<file path="src/design/myo_settings.svh">
/* build constants of the motor board controller
   motor count, SPI word and frame sizes, SCK timing and the unmapped read value */
`ifndef MYO_SETTINGS_SVH
`define MYO_SETTINGS_SVH

// motor boards that share the SPI bus, each with its own slave select
`define MYO_NUM_MOTORS 6
// bits in one SPI word
`define MYO_WORD_BITS 16
// words swapped with a board in every frame
`define MYO_FRAME_WORDS 6
// system clock cycles in half an SCK period
`define MYO_SCK_HALF 2
// read value for unmapped selects and absent motors
`define MYO_BAD_READ 32'hDEADBEEF

`endif

</file>
<file path="src/design/myo_pkg.sv">
/* shared types: SPI word, motor index, host register selects,
   frame engine states and the per-motor feedback record */
`default_nettype none
`include "myo_settings.svh"

package myo_pkg;
	// one word on the SPI bus, also the width of the int16 host registers
	typedef logic signed [`MYO_WORD_BITS-1:0] word_t;
	// index of one board on the shared bus
	typedef logic [$clog2(`MYO_NUM_MOTORS)-1:0] motor_idx_t;
	// register select, carried in the upper byte of the host address
	typedef enum logic [7:0] {
		REG_PWM_REF       = 8'h00,
		REG_POSITION      = 8'h01,
		REG_VELOCITY      = 8'h02,
		REG_CURRENT       = 8'h03,
		REG_DISPLACEMENT  = 8'h04,
		REG_SPI_ENABLE    = 8'h05,
		REG_UPDATE_PERIOD = 8'h06,
		REG_SCAN_CYCLES   = 8'h07
	} reg_sel_e;
	// states of the frame engine
	typedef enum logic [2:0] {FS_IDLE, FS_LOAD, FS_SHIFT, FS_NEXT, FS_DONE} frame_state_e;
	// what one board reports back in a frame
	typedef struct packed {
		logic signed [31:0] position;
		word_t velocity;
		word_t current;
		word_t displacement;
	} motor_feedback_t;
endpackage

`default_nettype wire

</file>
<file path="src/design/spi_word_if.sv">
/* word handshake between the frame engine and the SPI shifter */
`timescale 1ns/1ps
`default_nettype none

interface spi_word_if;
	// one-cycle request to send tx_word, only while busy is low
	logic load;
	myo_pkg::word_t tx_word;
	// high while a word is on the wire
	logic busy;
	// one-cycle pulse when rx_word holds a complete word
	logic rx_valid;
	myo_pkg::word_t rx_word;

	// frame engine side
	modport master (output load, output tx_word, input busy, input rx_valid, input rx_word);
	// shifter side
	modport spi (input load, input tx_word, output busy, output rx_valid, output rx_word);
endinterface

`default_nettype wire

</file>
<file path="src/design/myo_frame_if.sv">
/* frame handshake between the scan sequencer and the frame engine */
`timescale 1ns/1ps
`default_nettype none

interface myo_frame_if;
	// one-cycle pulse, given only while busy is low
	logic start;
	// board being served, stable for the whole frame
	myo_pkg::motor_idx_t motor;
	myo_pkg::word_t pwm_ref;
	logic mirrored;
	// high from the cycle after start up to and including done
	logic busy;
	// one-cycle pulse after the last word, feedback valid with it
	logic done;
	myo_pkg::motor_feedback_t feedback;

	// the engine never needs the motor index, the select decode reads it at the top
	modport sequencer (
		output start, output motor, output pwm_ref, output mirrored,
		input busy, input done
	);
	modport engine (
		input start, input pwm_ref, input mirrored,
		output busy, output done, output feedback
	);
endinterface

`default_nettype wire

</file>
<file path="src/design/spi_word_shifter.sv">
/* SPI master shifter for one word, SCK idle low, MSB first,
   MOSI updated on the rising edge and MISO sampled on the falling edge */
`timescale 1ns/1ps
`default_nettype none
`include "myo_settings.svh"

module spi_word_shifter (
	input  wire        clock,
	input  wire        reset,
	spi_word_if.spi    spi,
	output logic       sck_o,
	output logic       mosi_o,
	input  wire        miso_i
);
	localparam int HALF_W = $clog2(`MYO_SCK_HALF + 1);
	localparam int BIT_W = $clog2(`MYO_WORD_BITS);
	localparam int MSB = `MYO_WORD_BITS - 1;

	logic [HALF_W-1:0] half_cnt;
	logic [BIT_W-1:0] bit_cnt;
	logic busy_q;
	logic rx_valid_q;
	logic edge_now;
	myo_pkg::word_t tx_shift;
	myo_pkg::word_t rx_shift;

	// SCK toggles whenever a half period has run out
	assign edge_now = busy_q && (half_cnt == HALF_W'(`MYO_SCK_HALF - 1));

	always_ff @(posedge clock or posedge reset) begin
		if (reset) begin
			busy_q <= 1'b0;
			rx_valid_q <= 1'b0;
			sck_o <= 1'b0;
			mosi_o <= 1'b0;
			half_cnt <= '0;
			bit_cnt <= '0;
		end else begin
			rx_valid_q <= 1'b0;
			if (spi.load) begin
				busy_q <= 1'b1;
				half_cnt <= '0;
				bit_cnt <= '0;
			end else if (edge_now) begin
				half_cnt <= '0;
				sck_o <= ~sck_o;
				if (!sck_o) begin
					// rising edge puts the next bit on MOSI
					mosi_o <= tx_shift[MSB];
				end else begin
					// falling edge closes one bit, the last one ends the word
					bit_cnt <= bit_cnt + 1'b1;
					if (bit_cnt == BIT_W'(MSB)) begin
						busy_q <= 1'b0;
						rx_valid_q <= 1'b1;
					end
				end
			end else if (busy_q) begin
				half_cnt <= half_cnt + 1'b1;
			end
		end
	end

	// data shift registers follow the same edges as the control above
	always_ff @(posedge clock) begin
		if (spi.load) begin
			tx_shift <= spi.tx_word;
		end else if (edge_now && !sck_o) begin
			tx_shift <= tx_shift << 1;
		end else if (edge_now && sck_o) begin
			rx_shift <= {rx_shift[MSB-1:0], miso_i};
		end
	end

	assign spi.busy = busy_q;
	assign spi.rx_valid = rx_valid_q;
	assign spi.rx_word = rx_shift;
endmodule

`default_nettype wire

</file>
<file path="src/design/myo_frame_exchange.sv">
/* frame engine: sends the PWM word and fills, collects the board reply
   into a feedback record and flags the end of the frame */
`timescale 1ns/1ps
`default_nettype none
`include "myo_settings.svh"

module myo_frame_exchange (
	input  wire          clock,
	input  wire          reset,
	myo_frame_if.engine  frame,
	spi_word_if.master   spi
);
	localparam int WCNT_W = $clog2(`MYO_FRAME_WORDS);
	localparam int LAST_WORD = `MYO_FRAME_WORDS - 1;

	myo_pkg::frame_state_e state;
	logic [WCNT_W-1:0] word_cnt;
	logic mirrored_q;
	myo_pkg::word_t pwm_q;
	myo_pkg::motor_feedback_t fb_q;

	always_ff @(posedge clock or posedge reset) begin
		if (reset) begin
			state <= myo_pkg::FS_IDLE;
			word_cnt <= '0;
			mirrored_q <= 1'b0;
		end else begin
			case (state)
				myo_pkg::FS_IDLE: begin
					word_cnt <= '0;
					if (frame.start) begin
						// orientation is frozen for the whole frame
						mirrored_q <= frame.mirrored;
						state <= myo_pkg::FS_LOAD;
					end
				end
				myo_pkg::FS_LOAD: begin
					if (!spi.busy) begin
						state <= myo_pkg::FS_SHIFT;
					end
				end
				myo_pkg::FS_SHIFT: begin
					if (spi.rx_valid) begin
						state <= (word_cnt == WCNT_W'(LAST_WORD)) ? myo_pkg::FS_DONE
							: myo_pkg::FS_NEXT;
					end
				end
				myo_pkg::FS_NEXT: begin
					word_cnt <= word_cnt + 1'b1;
					state <= myo_pkg::FS_LOAD;
				end
				default: state <= myo_pkg::FS_IDLE;
			endcase
		end
	end

	// the reply of word 0 is stale data from the board and is dropped
	always_ff @(posedge clock) begin
		if (state == myo_pkg::FS_IDLE && frame.start) begin
			pwm_q <= frame.pwm_ref;
		end
		if (state == myo_pkg::FS_SHIFT && spi.rx_valid) begin
			case (word_cnt)
				WCNT_W'(1): fb_q.position[31:16] <= spi.rx_word;
				WCNT_W'(2): fb_q.position[15:0] <= spi.rx_word;
				WCNT_W'(3): fb_q.velocity <= spi.rx_word;
				WCNT_W'(4): fb_q.current <= spi.rx_word;
				WCNT_W'(5): fb_q.displacement <= mirrored_q ? -spi.rx_word : spi.rx_word;
				default: ;
			endcase
		end
	end

	// only word 0 carries the PWM reference, the rest are zero fill
	assign spi.tx_word = (word_cnt == '0) ? pwm_q : '0;
	assign spi.load = (state == myo_pkg::FS_LOAD) && !spi.busy;
	assign frame.busy = (state != myo_pkg::FS_IDLE);
	assign frame.done = (state == myo_pkg::FS_DONE);
	assign frame.feedback = fb_q;
endmodule

`default_nettype wire

</file>
<file path="src/design/myo_scan_sequencer.sv">
/* scan sequencer: walks the motors in order, paces each scan by the
   update period and measures the cycles between motor 0 starts */
`timescale 1ns/1ps
`default_nettype none
`include "myo_settings.svh"

module myo_scan_sequencer (
	input  wire                   clock,
	input  wire                   reset,
	input  wire                   spi_enable_i,
	input  wire [31:0]            update_period_i,
	input  myo_pkg::word_t        pwm_refs_i [0:`MYO_NUM_MOTORS-1],
	myo_frame_if.sequencer        frame,
	input  wire                   mirrored_i,
	output logic [31:0]           scan_cycles_o
);
	localparam myo_pkg::motor_idx_t LAST_MOTOR = myo_pkg::motor_idx_t'(`MYO_NUM_MOTORS - 1);

	myo_pkg::motor_idx_t motor_q;
	myo_pkg::motor_idx_t next_q;
	logic start_q;
	logic [31:0] period_cnt;
	logic frame_free;
	logic period_ok;
	logic launch;

	// done frees the engine one cycle early so the next start follows it directly
	assign frame_free = frame.done || (!frame.busy && !start_q);
	// only motor 0 waits for the period, a zero period always passes
	assign period_ok = (next_q != '0) || (period_cnt >= update_period_i);
	assign launch = spi_enable_i && frame_free && period_ok;

	always_ff @(posedge clock or posedge reset) begin
		if (reset) begin
			start_q <= 1'b0;
			motor_q <= '0;
			next_q <= '0;
			period_cnt <= '0;
			scan_cycles_o <= '0;
		end else begin
			start_q <= launch;
			// saturate so a long pause cannot wrap back below the period
			if (period_cnt != '1) begin
				period_cnt <= period_cnt + 1'b1;
			end
			if (launch) begin
				motor_q <= next_q;
				next_q <= (next_q == LAST_MOTOR) ? '0 : next_q + 1'b1;
				if (next_q == '0) begin
					// period_cnt holds the distance to the previous motor 0 start
					scan_cycles_o <= period_cnt;
					period_cnt <= 32'd1;
				end
			end
		end
	end

	assign frame.start = start_q;
	assign frame.motor = motor_q;
	assign frame.pwm_ref = pwm_refs_i[motor_q];
	assign frame.mirrored = mirrored_i;
endmodule

`default_nettype wire

</file>
<file path="src/design/myo_host_regs.sv">
/* host register bank: bus decode, writable settings, per-motor feedback
   store and the registered read path with its one wait cycle */
`timescale 1ns/1ps
`default_nettype none
`include "myo_settings.svh"

module myo_host_regs (
	input  wire                       clock,
	input  wire                       reset,
	input  wire [15:0]                address_i,
	input  wire                       read_i,
	input  wire                       write_i,
	input  wire [31:0]                writedata_i,
	output logic [31:0]               readdata_o,
	output logic                      waitrequest_o,
	input  wire                       done_i,
	input  myo_pkg::motor_idx_t       motor_i,
	input  myo_pkg::motor_feedback_t  feedback_i,
	input  wire [31:0]                scan_cycles_i,
	output logic                      spi_enable_o,
	output logic [31:0]               update_period_o,
	output myo_pkg::word_t            pwm_refs_o [0:`MYO_NUM_MOTORS-1]
);
	localparam int W = `MYO_WORD_BITS;

	myo_pkg::reg_sel_e sel;
	myo_pkg::motor_idx_t idx;
	logic in_range;
	logic rd_phase;
	logic [31:0] rd_value;
	myo_pkg::motor_feedback_t fb_mem [0:`MYO_NUM_MOTORS-1];

	// int16 registers read back sign extended
	function automatic logic [31:0] sext_word(input myo_pkg::word_t v);
		return {{(32 - W){v[W-1]}}, v};
	endfunction

	// upper address byte picks the register, lower byte the motor
	assign sel = myo_pkg::reg_sel_e'(address_i[15:8]);
	assign idx = address_i[$bits(myo_pkg::motor_idx_t)-1:0];
	assign in_range = (address_i[7:0] < 8'(`MYO_NUM_MOTORS));

	always_comb begin
		case (sel)
			myo_pkg::REG_PWM_REF:       rd_value = sext_word(pwm_refs_o[idx]);
			myo_pkg::REG_POSITION:      rd_value = fb_mem[idx].position;
			myo_pkg::REG_VELOCITY:      rd_value = sext_word(fb_mem[idx].velocity);
			myo_pkg::REG_CURRENT:       rd_value = sext_word(fb_mem[idx].current);
			myo_pkg::REG_DISPLACEMENT:  rd_value = sext_word(fb_mem[idx].displacement);
			myo_pkg::REG_SPI_ENABLE:    rd_value = {31'd0, spi_enable_o};
			myo_pkg::REG_UPDATE_PERIOD: rd_value = update_period_o;
			myo_pkg::REG_SCAN_CYCLES:   rd_value = scan_cycles_i;
			default:                    rd_value = `MYO_BAD_READ;
		endcase
		// a per-motor select aimed past the last board reads as unmapped
		if (!in_range && sel inside {myo_pkg::REG_PWM_REF, myo_pkg::REG_POSITION,
				myo_pkg::REG_VELOCITY, myo_pkg::REG_CURRENT, myo_pkg::REG_DISPLACEMENT}) begin
			rd_value = `MYO_BAD_READ;
		end
	end

	// first read cycle stalls the host while readdata is captured
	assign waitrequest_o = read_i && !rd_phase;

	always_ff @(posedge clock or posedge reset) begin
		if (reset) begin
			rd_phase <= 1'b0;
			readdata_o <= '0;
			spi_enable_o <= 1'b0;
			update_period_o <= '0;
			for (int m = 0; m < `MYO_NUM_MOTORS; m++) begin
				pwm_refs_o[m] <= '0;
				fb_mem[m] <= '0;
			end
		end else begin
			rd_phase <= read_i && !rd_phase;
			if (read_i && !rd_phase) begin
				readdata_o <= rd_value;
			end
			// the finished frame belongs to the motor still shown with done
			if (done_i) begin
				fb_mem[motor_i] <= feedback_i;
			end
			// writes never wait, read-only and unmapped selects fall through
			if (write_i) begin
				case (sel)
					myo_pkg::REG_PWM_REF: begin
						if (in_range) begin
							pwm_refs_o[idx] <= writedata_i[W-1:0];
						end
					end
					myo_pkg::REG_SPI_ENABLE:    spi_enable_o <= writedata_i[0];
					myo_pkg::REG_UPDATE_PERIOD: update_period_o <= writedata_i;
					default: ;
				endcase
			end
		end
	end
endmodule

`default_nettype wire

</file>
<file path="src/design/myo_control_top.sv">
/* top level of the motor board controller: register bank, scan sequencer,
   frame engine, SPI shifter and the per-board slave select decode */
`timescale 1ns/1ps
`default_nettype none
`include "myo_settings.svh"

module myo_control_top (
	input  wire                         clock,
	input  wire                         reset,
	input  wire [15:0]                  address_i,
	input  wire                         read_i,
	input  wire                         write_i,
	input  wire [31:0]                  writedata_i,
	output wire [31:0]                  readdata_o,
	output wire                         waitrequest_o,
	output wire [`MYO_NUM_MOTORS-1:0]   ss_n_o,
	output wire                         sck_o,
	output wire                         mosi_o,
	input  wire                         miso_i,
	input  wire                         mirrored_i
);
	logic spi_enable;
	logic [31:0] update_period;
	logic [31:0] scan_cycles;
	myo_pkg::word_t pwm_refs [0:`MYO_NUM_MOTORS-1];

	spi_word_if spi_if ();
	myo_frame_if frame_if ();

	myo_host_regs host_regs_i (
		.clock(clock), .reset(reset),
		.address_i(address_i), .read_i(read_i), .write_i(write_i),
		.writedata_i(writedata_i), .readdata_o(readdata_o), .waitrequest_o(waitrequest_o),
		.done_i(frame_if.done), .motor_i(frame_if.motor), .feedback_i(frame_if.feedback),
		.scan_cycles_i(scan_cycles), .spi_enable_o(spi_enable),
		.update_period_o(update_period), .pwm_refs_o(pwm_refs)
	);

	myo_scan_sequencer scan_sequencer_i (
		.clock(clock), .reset(reset),
		.spi_enable_i(spi_enable), .update_period_i(update_period),
		.pwm_refs_i(pwm_refs), .frame(frame_if.sequencer),
		.mirrored_i(mirrored_i), .scan_cycles_o(scan_cycles)
	);

	myo_frame_exchange frame_exchange_i (
		.clock(clock), .reset(reset),
		.frame(frame_if.engine), .spi(spi_if.master)
	);

	spi_word_shifter spi_word_shifter_i (
		.clock(clock), .reset(reset), .spi(spi_if.spi),
		.sck_o(sck_o), .mosi_o(mosi_o), .miso_i(miso_i)
	);

	// only the board being served sees its select low, and only while the frame runs
	for (genvar g = 0; g < `MYO_NUM_MOTORS; g++) begin : g_ss
		assign ss_n_o[g] = ~(frame_if.busy && (frame_if.motor == myo_pkg::motor_idx_t'(g)));
	end
endmodule

`default_nettype wire

</file>
<file path="config.mk">
export PLATFORM = sky130hd
export DESIGN_NAME = myo_control_top
export DESIGN_NICKNAME = d
export VERILOG_FILES = /design/src/design/myo_pkg.sv /design/src/design/spi_word_if.sv /design/src/design/myo_frame_if.sv /design/src/design/spi_word_shifter.sv /design/src/design/myo_frame_exchange.sv /design/src/design/myo_scan_sequencer.sv /design/src/design/myo_host_regs.sv /design/src/design/myo_control_top.sv
export VERILOG_INCLUDE_DIRS = /design/src /design/src/design
export SDC_FILE = /design/constraint.sdc
export NUM_CORES = 2
export LEC_CHECK = 0
export ABC_AREA = 1
export BUFFER_PORTS_ARGS = -buffer_cell sky130_fd_sc_hd__clkbuf_2
export CAP_MARGIN = 15
export CORE_ASPECT_RATIO = 1.2
export CORE_MARGIN = 2
export CORE_UTILIZATION = 42
export CTS_CLUSTER_SIZE = 14
export DETAILED_ROUTE_END_ITERATION = 8
export GPL_TIMING_DRIVEN = 1
export HOLD_SLACK_MARGIN = 0.15
export PLACE_DENSITY = 0.65
export SYNTH_ARGS = -nofsm -noshare
export SYNTH_HDL_FRONTEND = slang
export SYNTH_SLANG_ARGS = --single-unit
</file>
<file path="constraint.sdc">
create_clock -name clock -period 26.8 [get_ports clock]
set_input_delay 1.34 -clock clock [delete_from_list [all_inputs] [get_ports clock]]
set_output_delay 1.34 -clock clock [all_outputs]
set_load 0.02 [all_outputs]
</file>
==> metrics.csv <==
stage,metric,value,unit
power,p_leak,19.62,nW
synthesis,synth_ff_type,dfrtp_1,
die,dieArea,95070,sq um
die,rows,122,
die,die_w,281.8,um
place,post-place-ws,21.14,ns
synthesis,ys.warnings.count,0,
synthesis,async_flop_share,0.8508,
job,drv_cap,0,
clocking,cts_hold_buf,0,
critical_path,cp-start-kind,input pin,
die,fp.dieH,337.4,um
synthesis,post-synth-top-area-cell,dfrtp_1,
min_path,holdCritStartpoint,scan_sequencer_i.scan_cycles_o[7],
routing,drt_wl_total,113.5,mm
power,power.total,2.649,mW
die,coreArea,92050,sq um
synthesis,ys_top_cells_by_count,"nand2_1 (1,084), o21ai_0 (895), dfrtp_1 (730)",
synthesis,yosysMostFrequentCell,nand2_1,
synthesis,synth_top_area_frac,0.4696,
synthesis,synth-seq-area-share,0.5685,
sta,hold_violations,0,
critical_path,regToRegStartpoint,scan_sequencer_i.frame.motor[2],
sta,fin_skew,0.01613,ns
min_path,min_path_type,register to register,
synthesis,synth_mux_area_frac,0.0005469,
clocking,cts_max_path_buffers,3,
synthesis,synth_top_family_by_area,simple AND/OR/NAND/NOR gates,
sta,finalCritPeriodShare,0.1766,
layout,nNetsFinal,4497,
sta,worst_slew_pin_slew,1.152,ns
layout,drive_above_1_share,0.08115,
routing,dr_total_vias,31060,
synthesis,ys_ff_latch,858,
clocking,cts_num_sinks,858,
synthesis,synthAdderAreaFrac,0.01287,
global_route,grt_max_degree,164,
synthesis,synth-edff-count,128,
global_route,grt_antenna_before_repair,2,
synthesis,synth_cell_types,42,
layout,utilization,0.4688,
routing,vias_per_cell,5.436,
clocking,clk_latency,0.64,ns
critical_path,cp-end-kind,asynchronous set/reset pin,
clocking,post_cts_resized,0,
synthesis,synth_compound_area_frac,0.1754,
global_route,grt_pass1_vias,29730,
critical_path,startpoint,reset,
layout,syn_to_final_growth,10.94,%
power,vdd_drop_max,46.89,uV
sta,max_freq,0.2113,GHz
power,p_per_area,61.38,nW/um^2
sta,max-slew-margin-rel,0.2298,
sta,rsz0062_at_grt,no,
global_route,grt_overflow,0,
sta,fin_ws,22.07,ns
synthesis,yosys-top-cells-area,"dfrtp_1 (47%), o21ai_0 (12%), nand2_1 (10%), edfxtp_1 (9.9%), nor2_1 (4.3%)",
clocking,cts_buffers,84,
synthesis,synth-xor-area-share,0.007656,
synthesis,synth_fp_nets,4548,
clocking,cts_setup_buffers,0,
routing,firstDrtPassIters,6,
synthesis,netlist_instances,4454,
place,dp_hpwl,67.55,mm
layout,fillerInstances,8793,
routing,initialDrtViolationCount,3070,
place,place.gp.congestion,0.8739,
critical_path,cp_max_fo,163,
sta,setup_tns,0,ns
clocking,cts_root_buffer,clkbuf_16,
critical_path,critical_path_arrival,5.38,ns
critical_path,crit_type,input pin to asynchronous set/reset pin,
sta,min_period,4.733,ns
synthesis,syn_area,38900,sq um
outcome,status,finished clean,
global_route,grt_use_total,0.2402,
critical_path,cp_data_required_time,27.45,ns
die,io_pins,95,
clocking,cts_tree,done,
synthesis,avgSynthCellArea,8.733,sq um
sta,setup_viol_count_final,0,
place,io_buffers,94,
routing,ant_nets,0,
routing,drc_errors,0,
clocking,path_clk_slew,0.06,ns
global_route,grt_pass1_wl,177.1,mm
sta,slew_violations,0,
synthesis,yosys.area_share.simple,0.1824,
routing,routedWlPerCell,19.86,um
clocking,htreeDepth,3,
die,start_util,0.4226,
==> logic make-up (layout without fill, tap and decap cells) <==
| logic type | Yosys count | count (layout) |
|---|---|---|
| simple gates | 1755 | 1755 |
| compound gates | 1244 | 1244 |
| flops | 858 | 858 |
| buf+inv | 521 | 540 |
| fa+ha+maj | 40 | 40 |
| xor+xnor | 34 | 34 |
| mux | 2 | 2 |
| other cells | 0 | 1 |
==> metal layers <==
metal  GRT usage  wire (um)  vias to the layer above  part of all wire
met3     0.03241       7218                      232             0.064
met5           0          0                        -                 0
met2      0.3835      52680                     1094              0.46
met1      0.3263      48790                    15050              0.43
li1            -          -                    14690                 -
met4      0.1100       4788                        0             0.042
==> stage by stage <==
stage / hold WS, ns / cells / cell area (sq um)
2_1_floorplan: 0.4422 / 4454 / 38900
3_3_place_gp: 0.4540 / 5557 / 40320
6_report: 0.4722 / 5714 / 43150
3_5_place_dp: 0.4587 / 5557 / 40320
4_1_cts: 0.4740 / 5713 / 43150
5_1_grt: 0.4908 / 5713 / 43150
==> where the power goes <==
part | total, mW | switching (mW) | internal, mW | leakage, nW
registers | 1.32 | 0.00200 | 1.32 | 11.0
logic | 0.109 | 0.0831 | 0.0264 | 7.18
clock network | 1.22 | 0.514 | 0.702 | 1.40
total | 2.65 | 0.599 | 2.05 | 19.6
==> area by class of cell <==
class	instances	area, sq um	share of cell area
antenna	1	2.502	0.00005799
clock buffer	130	2579	0.05976
clock inverter	26	252.7	0.005857
inverter	248	948.4	0.02198
multi-input combinational	3075	14860	0.3444
sequential	858	22110	0.5124
tap	1240	1551	0.03595
timing repair buffer	136	845.8	0.01960
==> worst max-delay path: stages <==
cell and delay [ns]:
clkbuf_2 0.13, inv_8 0.39, buf_12 0.68, buf_4 0.84
buf_4 0.81, buf_4 0.84
==> final timing paths <==
check	to	slack, ns	cells past startpoint
setup / recovery	host_regs_i.pwm_refs_o[88]	22.07	6
hold / removal	scan_sequencer_i.scan_cycles_o[7]	0.47	2
setup reg to reg	host_regs_i.fb_mem[143]	23.19	6
hold reg to reg	scan_sequencer_i.scan_cycles_o[7]	0.47	2
max in group clock	ss_n_o[4]	22.68	5
min in group asynchronous	host_regs_i.fb_mem[117]	0.78	2
==> placed cells by master (no fill, tap or decap), types with 26 or more instances in the layout <==
cell type  Yosys  layout
clkbuf_2       0      93
inv_1        240     239
ha_1          40      40
o21ai_0      895     895
dfrtp_1      730     730
a21oi_1      108     108
or2_2         39      39
edfxtp_1     128     128
o211ai_1      83      83
nor2_2        23      26
a22oi_1       27      27
nand3_1       87      85
clkbuf_16      0      87
o21a_1        94      94
buf_4          4      38
nand2_1     1084    1078
nand4_1       50      50
nor2_1       443     436
==> sequential cells by signal, indices dropped and copies added, names as in the netlist, 32 cells and up <==
| signal | flops |
|---|---|
| host_regs_i.readdata_o | 32 |
| scan_sequencer_i.scan_cycles_o | 32 |
| host_regs_i.fb_mem | 480 |
| host_regs_i.pwm_refs_o | 96 |
| scan_sequencer_i.period_cnt | 32 |
| frame_exchange_i.frame.feedback | 80 |
| host_regs_i.update_period_o | 32 |
Power figures use the tool's default switching activity.
